$ cat src/design/cnn_pkg.sv
`default_nettype none

package cnn_pkg;

    // ========================================
    // window geometry
    // ========================================
    localparam int KX    = 3;
    localparam int KY    = 3;
    localparam int CI    = 2;
    localparam int WIN_N = KX * KY;

    // ========================================
    // datapath widths
    // ========================================
    // unsigned pixel, signed weight and bias
    localparam int I_F_BW = 8;
    localparam int W_BW   = 8;
    localparam int B_BW   = 16;
    // one product, 9 bit zero-extended pixel times 8 bit weight
    localparam int M_BW   = 16;
    // nine products need 4 growth bits
    localparam int AK_BW  = M_BW + 4;
    // two channels add one bit
    localparam int ACI_BW = AK_BW + 1;
    // bias added on top
    localparam int O_F_BW = ACI_BW + 1;

    // ========================================
    // configuration map
    // ========================================
    localparam int CFG_ADDR_BW = 5;
    // addresses 0..17 are weights, channel major
    localparam int BIAS_ADDR   = CI * WIN_N;

    // pipeline depth
    localparam int LAT_KERNEL = 2;
    localparam int LAT_CORE   = 4;

endpackage

`default_nettype wire

$ cat src/design/cnn_kernel_if.sv
`timescale 1ns/10ps
`default_nettype none

interface cnn_kernel_if;
    import cnn_pkg::*;

    // window side, from controller
    logic                          valid;
    logic [WIN_N*I_F_BW-1:0]       fmap;
    logic [WIN_N*W_BW-1:0]         weight;

    // result side, from kernel
    logic                          ot_valid;
    logic signed [AK_BW-1:0]       ot_acc;

    // controller drives one window per valid cycle
    modport ctrl (
        output valid, fmap, weight
    );

    modport kernel (
        input  valid, fmap, weight,
        output ot_valid, ot_acc
    );

    // accumulator only sees the kernel result
    modport acc (
        input  ot_valid, ot_acc
    );

endinterface

`default_nettype wire

$ cat src/design/cnn_acc_ci.sv
`timescale 1ns/10ps
`default_nettype none

module cnn_acc_ci (
    input  wire logic                        clk,
    input  wire logic                        reset_n,
    input  wire logic signed [cnn_pkg::B_BW-1:0] i_bias,
    cnn_kernel_if.acc                        acc_if [cnn_pkg::CI],
    output logic                             o_ot_valid,
    output logic [cnn_pkg::O_F_BW-1:0]       o_ot_fmap
);
    import cnn_pkg::*;

    // pull channel results out of the interface array
    logic signed [AK_BW-1:0] ch_acc [CI];

    for (genvar c = 0; c < CI; c++) begin : gen_ch
        assign ch_acc[c] = acc_if[c].ot_acc;
    end

    // ========================================
    // stage 1, channel sum plus bias
    // ========================================
    logic signed [ACI_BW-1:0] ci_sum;
    logic signed [O_F_BW-1:0] pre_act;
    logic signed [O_F_BW-1:0] r_pre_act;

    always_comb begin
        ci_sum = '0;
        for (int c = 0; c < CI; c++) begin
            ci_sum = ci_sum + {{(ACI_BW-AK_BW){ch_acc[c][AK_BW-1]}}, ch_acc[c]};
        end
        pre_act = {{(O_F_BW-ACI_BW){ci_sum[ACI_BW-1]}}, ci_sum}
                + {{(O_F_BW-B_BW){i_bias[B_BW-1]}}, i_bias};
    end

    // channels run in lockstep, channel 0 speaks for all
    always_ff @(posedge clk) begin
        if (acc_if[0].ot_valid) begin
            r_pre_act <= pre_act;
        end
    end

    // ========================================
    // stage 2, relu
    // ========================================
    logic [LAT_CORE-LAT_KERNEL-1:0] vld_sr;

    always_ff @(posedge clk or negedge reset_n) begin
        if (!reset_n) begin
            vld_sr    <= '0;
            o_ot_fmap <= '0;
        end else begin
            vld_sr <= {vld_sr[LAT_CORE-LAT_KERNEL-2:0], acc_if[0].ot_valid};
            if (vld_sr[0]) begin
                // clamp negatives, pass the rest
                o_ot_fmap <= r_pre_act[O_F_BW-1] ? '0 : r_pre_act;
            end
        end
    end

    assign o_ot_valid = vld_sr[LAT_CORE-LAT_KERNEL-1];

endmodule

`default_nettype wire

$ cat src/design/cnn_core.sv
`timescale 1ns/10ps
`default_nettype none

module cnn_core (
    input  wire logic                                   clk,
    input  wire logic                                   reset_n,
    // window stream
    input  wire logic                                   i_in_valid,
    input  wire logic [cnn_pkg::CI*cnn_pkg::WIN_N*cnn_pkg::I_F_BW-1:0] i_in_fmap,
    // configuration writes
    input  wire logic                                   i_cfg_wr,
    input  wire logic [cnn_pkg::CFG_ADDR_BW-1:0]        i_cfg_addr,
    input  wire logic [cnn_pkg::B_BW-1:0]               i_cfg_data,
    // result
    output logic                                        o_ot_valid,
    output logic [cnn_pkg::O_F_BW-1:0]                  o_ot_fmap,
    output logic                                        o_cfg_reject
);
    import cnn_pkg::*;

    // one link per input channel
    cnn_kernel_if ch_if [CI] ();

    logic signed [B_BW-1:0] bias;

    // ========================================
    // config and window fanout
    // ========================================
    cnn_ctrl u_ctrl (
        .clk          (clk),
        .reset_n      (reset_n),
        .i_in_valid   (i_in_valid),
        .i_in_fmap    (i_in_fmap),
        .i_cfg_wr     (i_cfg_wr),
        .i_cfg_addr   (i_cfg_addr),
        .i_cfg_data   (i_cfg_data),
        .o_cfg_reject (o_cfg_reject),
        .o_bias       (bias),
        .ch_if        (ch_if)
    );

    // ========================================
    // per-channel mac
    // ========================================
    for (genvar c = 0; c < CI; c++) begin : gen_kernel
        cnn_kernel u_kernel (
            .clk     (clk),
            .reset_n (reset_n),
            .kif     (ch_if[c])
        );
    end

    // channel sum, bias, relu
    cnn_acc_ci u_acc (
        .clk        (clk),
        .reset_n    (reset_n),
        .i_bias     (bias),
        .acc_if     (ch_if),
        .o_ot_valid (o_ot_valid),
        .o_ot_fmap  (o_ot_fmap)
    );

endmodule

`default_nettype wire

$ cat src/design/cnn_ctrl.sv
`timescale 1ns/10ps
`default_nettype none

module cnn_ctrl (
    input  wire logic                                   clk,
    input  wire logic                                   reset_n,
    input  wire logic                                   i_in_valid,
    input  wire logic [cnn_pkg::CI*cnn_pkg::WIN_N*cnn_pkg::I_F_BW-1:0] i_in_fmap,
    input  wire logic                                   i_cfg_wr,
    input  wire logic [cnn_pkg::CFG_ADDR_BW-1:0]        i_cfg_addr,
    input  wire logic [cnn_pkg::B_BW-1:0]               i_cfg_data,
    output logic                                        o_cfg_reject,
    output logic signed [cnn_pkg::B_BW-1:0]             o_bias,
    cnn_kernel_if.ctrl                                  ch_if [cnn_pkg::CI]
);
    import cnn_pkg::*;

    // wide enough to hold LAT_CORE
    typedef logic [$clog2(LAT_CORE+1)-1:0] flight_t;

    // ========================================
    // in-flight tracking
    // ========================================
    logic [LAT_CORE-1:0] win_sr;
    flight_t             flight_cnt;
    logic                win_done;
    logic                cfg_ok;

    // top bit marks the cycle the window leaves the core
    assign win_done = win_sr[LAT_CORE-1];

    always_ff @(posedge clk or negedge reset_n) begin
        if (!reset_n) begin
            win_sr     <= '0;
            flight_cnt <= '0;
        end else begin
            win_sr <= {win_sr[LAT_CORE-2:0], i_in_valid};
            // saturate at both ends
            if (i_in_valid && !win_done && flight_cnt != flight_t'(LAT_CORE)) begin
                flight_cnt <= flight_cnt + 1'b1;
            end else if (win_done && !i_in_valid && flight_cnt != '0) begin
                flight_cnt <= flight_cnt - 1'b1;
            end
        end
    end

    // no writes under a live window, nor beside a new one
    assign cfg_ok = (flight_cnt == '0) && !i_in_valid;

    // ========================================
    // weight and bias storage
    // ========================================
    logic [CI*WIN_N-1:0][W_BW-1:0] weight_q;

    always_ff @(posedge clk or negedge reset_n) begin
        if (!reset_n) begin
            weight_q     <= '0;
            o_bias       <= '0;
            o_cfg_reject <= 1'b0;
        end else begin
            o_cfg_reject <= i_cfg_wr && !cfg_ok;
            if (i_cfg_wr && cfg_ok) begin
                // weight bytes first, bias word right after
                if (i_cfg_addr < CFG_ADDR_BW'(BIAS_ADDR)) begin
                    weight_q[i_cfg_addr] <= i_cfg_data[W_BW-1:0];
                end else if (i_cfg_addr == CFG_ADDR_BW'(BIAS_ADDR)) begin
                    o_bias <= i_cfg_data;
                end
            end
        end
    end

    // ========================================
    // per-channel window fanout
    // ========================================
    for (genvar c = 0; c < CI; c++) begin : gen_ch
        assign ch_if[c].valid  = i_in_valid;
        assign ch_if[c].fmap   = i_in_fmap[c*WIN_N*I_F_BW +: WIN_N*I_F_BW];
        // tap k of channel c sits at address c*WIN_N+k
        assign ch_if[c].weight = weight_q[c*WIN_N +: WIN_N];
    end

endmodule

`default_nettype wire

$ cat src/design/cnn_kernel.sv
`timescale 1ns/10ps
`default_nettype none

module cnn_kernel (
    input  wire logic        clk,
    input  wire logic        reset_n,
    cnn_kernel_if.kernel     kif
);
    import cnn_pkg::*;

    // ========================================
    // valid pipeline
    // ========================================
    // bit 0 -> products held, bit 1 -> sum held
    logic [LAT_KERNEL-1:0] vld_sr;

    always_ff @(posedge clk or negedge reset_n) begin
        if (!reset_n) begin
            vld_sr <= '0;
        end else begin
            vld_sr <= {vld_sr[LAT_KERNEL-2:0], kif.valid};
        end
    end

    // ========================================
    // stage 1, multiply
    // ========================================
    // pixel is unsigned, so zero extend before the signed multiply
    function automatic logic signed [M_BW-1:0] mul_tap(
        input logic [I_F_BW-1:0] f,
        input logic [W_BW-1:0]   w
    );
        logic signed [M_BW-1:0] f_ext;
        logic signed [M_BW-1:0] w_ext;
        f_ext = {{(M_BW-I_F_BW){1'b0}}, f};
        w_ext = {{(M_BW-W_BW){w[W_BW-1]}}, w};
        // low M_BW bits are exact, 255 * -128 still fits
        return f_ext * w_ext;
    endfunction

    logic signed [M_BW-1:0] r_prod [WIN_N];

    // tap k is row k/KX, column k%KX
    always_ff @(posedge clk) begin
        if (kif.valid) begin
            for (int k = 0; k < WIN_N; k++) begin
                r_prod[k] <= mul_tap(kif.fmap[k*I_F_BW +: I_F_BW],
                                     kif.weight[k*W_BW +: W_BW]);
            end
        end
    end

    // ========================================
    // stage 2, adder tree
    // ========================================
    logic signed [AK_BW-1:0] tree_sum;
    logic signed [AK_BW-1:0] r_sum;

    // sign extend every product to the full sum width
    always_comb begin
        tree_sum = '0;
        for (int k = 0; k < WIN_N; k++) begin
            tree_sum = tree_sum + {{(AK_BW-M_BW){r_prod[k][M_BW-1]}}, r_prod[k]};
        end
    end

    // only load when products are fresh
    always_ff @(posedge clk) begin
        if (vld_sr[0]) begin
            r_sum <= tree_sum;
        end
    end

    assign kif.ot_valid = vld_sr[LAT_KERNEL-1];
    assign kif.ot_acc   = r_sum;

endmodule

`default_nettype wire

$ cat config.mk
export PLATFORM = sky130hd
export DESIGN_NAME = cnn_core
export DESIGN_NICKNAME = d
export VERILOG_FILES = /design/src/design/cnn_pkg.sv /design/src/design/cnn_kernel_if.sv /design/src/design/cnn_acc_ci.sv /design/src/design/cnn_core.sv /design/src/design/cnn_ctrl.sv /design/src/design/cnn_kernel.sv
export SDC_FILE = /design/constraint.sdc
export NUM_CORES = 2
export LEC_CHECK = 0
export BUFFER_PORTS_ARGS = -buffer_cell sky130_fd_sc_hd__buf_2
export CAP_MARGIN = 20
export CORE_AREA = 2 2 300 451
export CTS_BUF_LIST = sky130_fd_sc_hd__clkbuf_16
export CTS_CLUSTER_DIAMETER = 30
export DETAILED_ROUTE_END_ITERATION = 8
export DIE_AREA = 0 0 302 453
export GPL_TIMING_DRIVEN = 0
export PLACE_DENSITY = 0.66
export SLEW_MARGIN = 20
export SYNTH_ARGS = -nofsm -noshare
export SYNTH_HDL_FRONTEND = slang
export SYNTH_SLANG_ARGS = --single-unit
$ cat constraint.sdc
create_clock -name clk -period 7 [get_ports clk]
set_input_delay 1.75 -clock clk [delete_from_list [all_inputs] [get_ports clk]]
set_output_delay 1.75 -clock clk [all_outputs]
set_load 0.01 [all_outputs]
==> summary.md <==
| Metric | Value |
|---|---|
| Via Count | 45,656 |
| Area Growth Syn to Fin | 10.9% |
| First-pass DRT Iterations | 5 |
| Max_cap viols | 0 |
| Die height | 453 um |
| Net Count, Synth | 8,314 |
| Worst hold stages | 2 |
| IO Port Bufs | 181 |
| Ports | 193 |
| Post-CTS repair timing setup buffer count | 0 |
| Vias in the first global route | 48,759 |
| Crit-path max FO | 5 |
| Most frequent CP cell | fa_1 |
| Total gr overflow | 0 |
| Cell Chain, Critical Path | ha_1 > a21o_1 > a21oi_1 > o21a_1 > or2_2 > o21ai_0 > o311ai_0 > fa_1 > inv_1 > fa_1 > fa_1 > inv_1 > fa_1 > ha_1 > a21oi_1 > o21ai_0 > a311oi_1 > nor3b_1 > a211oi_1 > xnor2_1 |
| Synth async-reset ratio | 0.351 |
| Syn_area_per_cell | 10.3 um2 |
| Cell Area, Synth | 66,100 um2 |
| Maximum vdd ir drop | 0.633 mV |
| Antenna violations before repair | 28 |
| Die ar. | 137,000 um2 |
| Crit Path Category | reg -> reg |
| Die width | 302 um |
| Worst Path Required | 7.41 ns |
| Placed Area | 69,500 um2 |
| Fin crit share | 0.923 |
| Ys Warns | 0 |
| Final total power | 24.7 mW |
| Final Slew Violations | 0 |
| Clock transition at the registers of the reported paths | 0.06 ns |
| # DRC | 0 |
| Tot GR Track Use | 0.243 |
| Final setup violation count | 0 |
| Leakage | 36.9 nW |
| DP HPWL | 131,000 um |
| Slew @ Worst Pin | 0.941 ns |
| Peak Freq | 155 MHz |
| Final hold vios | 0 |
| Max clock buf depth | 3 |
| RSZ-0062 raised after global routing | false |
| #FFs+latches synth | 539 |
| Clk sinks | 539 |
| Pin count of the biggest net entering global routing | 100 |
| Critical path's largest stage delay | 0.76 ns |
| Ys flop type | edfxtp_1 |
| Gate Count Post-Synth | 6,437 |
| Layout cell share with drive strength beyond 1 | 0.0883 |
| CP arrival | 6.87 ns |
| H-tree depth | 3 |
| First-pass GRT wire length | 259,000 um |
| TritonCTS clock tree | done |
| Post-CTS Hold Buffers | 0 |
| Slowest cell on the critical path | o311ai_0 |
| Area leader, netlist | fa_1 |
| Setup Skew | 0.0247 ns |
| Resize count post-CTS | 0 |
| Crit. End Element | flip-flop |
| DR vias/cell | 5.32 |
| R2R depth | 20 |
| Core area | 133,000 um2 |
| Slew headroom | 0.372 |
| Status | completed |
| Design area | 73,200 um2 |
| Root Buffer | clkbuf_16 |
| P per Cell Area | 337 nW/um2 |
| Core Rows | 164 |
| Worst setup SP type | flip-flop |
| Initial cell density of the core | 0.498 |
| Worst Hold Class | reg -> reg |
| Initial detailed-routing violation count | 2,434 |
| Layout Nets | 8,614 |
| Area contributors post-synth | fa_1 (27%), edfxtp_1 (16%), ha_1 (15%), inv_1 (7.4%), dfrtp_1 (7.2%) |
| Post-synth EDFFs | 350 |
| Worst-Skew Late Latency | 0.70 ns |
| WL/cell | 18.5 um |
| Routed Antenna Nets | 0 |
| Final Wtd Congestion | 0.903 |
| Routed WL | 159,000 um |
| Synth top area share | 0.272 |
| Post-route minimum period | 6.46 ns |
| Hold Slack | 0.484 ns |
| Num CTS Buffers | 105 |
| Cell variety after synth | 76 |
| Post-synthesis sequential area ratio | 0.231 |
synthesized netlist by cell type (all sizes together) (10+ instances only):
master,n
ha,812
o311a,11
o211ai,32
nand3b,35
dfrtp,189
and2,636
nand3,43
nor2,221
o21bai,18
clkbuf,56
nand2b,128
buf,11
mux2i,10
a2111oi,12
a211oi,37
fa,896
or4,17
inv,1303
xor2,63
xnor2,193
a21oi,137
nor4,17
edfxtp,350
a31oi,14
o21a,27
a21o,65
nor2b,39
a211o,11
a311oi,16
a31o,12
nand4,24
nand2,507
mux2,160
and3,17
nor3,72
or3,28
o21ai,133
placed cells by master (no fill, tap or decap), drive strengths merged, types with 10 or more instances in the layout:
cell	count
and3	17
mux2i	10
a211o	11
mux2	160
a21oi	137
or3	28
or4	17
inv	1347
a21o	65
nand3b	35
a31o	12
o211ai	32
nor2	221
buf	204
clkinv	30
and2	636
o311a	11
nand4	24
o21ai	133
dfrtp	189
nor4	17
nand3	43
clkbuf	164
a311oi	16
nor3	72
a31oi	14
diode	12
a211oi	37
ha	812
edfxtp	350
nand2	507
nand2b	128
nor2b	39
fa	896
o21bai	18
xor2	63
o21a	27
a2111oi	12
xnor2	193
layout make-up:
cell class	count	area, um2
tap	1743	2180
clock inverter	91	1010
buffer	67	277
inverter	1303	4890
antenna	12	30.0
clock buffer	108	2700
fill	11487	59500
multi-input combinational	4528	45700
timing repair buffer	193	1230
sequential	539	15200
sequential cells by signal (all words and copies together) (netlist names), 2 cells and up:
register,flops
gen_kernel.u_kernel.kif.ot_acc,40
gen_kernel.u_kernel.r_prod,288
u_acc.o_ot_fmap,21
u_acc.r_pre_act,22
u_acc.vld_sr,2
u_ctrl.ch_if.weight,144
u_ctrl.flight_cnt,3
u_ctrl.o_bias,16
kinds of logic after synthesis:
| logic type | Yosys count | share of synthesized area |
|---|---|---|
| DFF | 539 | 0.231 |
| muxes | 170 | 0.0288 |
| buffers and inverters | 1370 | 0.0779 |
| xor gates and xnor gates | 256 | 0.0339 |
| and+or+nand+nor | 1810 | 0.145 |
| other | 1 | 0.0000568 |
| AOI/OAI and AO/OA | 583 | 0.0583 |
| adders and majority gates | 1708 | 0.425 |
power breakdown:
group          internal, mW  total, mW  switching (mW)  leakage [nW]
Combinational          5.79       14.3            8.52          28.9
Sequential             4.69       5.11           0.424          6.16
Clock                  3.25       5.26            2.01          1.80
Total                  13.7       24.7            10.9          36.9
per-stage QoR:
| step | TNS [ns] | cells | util | setup WS, ns |
|---|---|---|---|---|
| after floorplan | 0 | 6437 | - | 1.27 |
| after global placement | -255.43 | 8361 | 0.521 | -1.79 |
| after detailed placement | 0 | 8373 | 0.523 | 0.557 |
| after CTS | 0 | 8572 | 0.551 | 0.543 |
| after global routing | 0 | 8578 | 0.551 | 0.200 |
| final | 0 | 8584 | 0.552 | 0.541 |
critical path: cells and delay by family, from the launching register on:
family                   cells  cell delay [ns]
AO/OA/AOI/OAI                9             2.65
buffers and inverters        2             0.14
AND/OR/NAND/NOR              2             0.25
adder cells (fa/ha/maj)      6             2.55
flip-flops                   1             0.40
XOR/XNOR                     1             0.18
worst paths after layout:
| check | slack [ns] | end | startpoint |
|---|---|---|---|
| setup / recovery | 0.54 | gen_kernel[1].u_kernel.kif.ot_acc[19] | gen_kernel[1].u_kernel.r_prod[0][1] |
| hold / removal | 0.48 | u_acc.o_ot_fmap[19] | u_acc.r_pre_act[19] |
| setup reg to reg | 0.54 | gen_kernel[1].u_kernel.kif.ot_acc[19] | gen_kernel[1].u_kernel.r_prod[0][1] |
| hold reg to reg | 0.48 | u_acc.o_ot_fmap[19] | u_acc.r_pre_act[19] |
| max in group asynchronous | 5.21 | u_ctrl.ch_if[0].weight[22] | reset_n |
| min in group asynchronous | 0.94 | u_ctrl.ch_if[1].weight[32] | reset_n |
metal layers:
layer / track usage / share of wire
met1: 0.296 / 0.40
met2: 0.432 / 0.51
met3: 0.0312 / 0.045
met4: 0.0978 / 0.041
met5: 0 / 0.00095
Note: power is estimated with default switching activity, not from simulation.
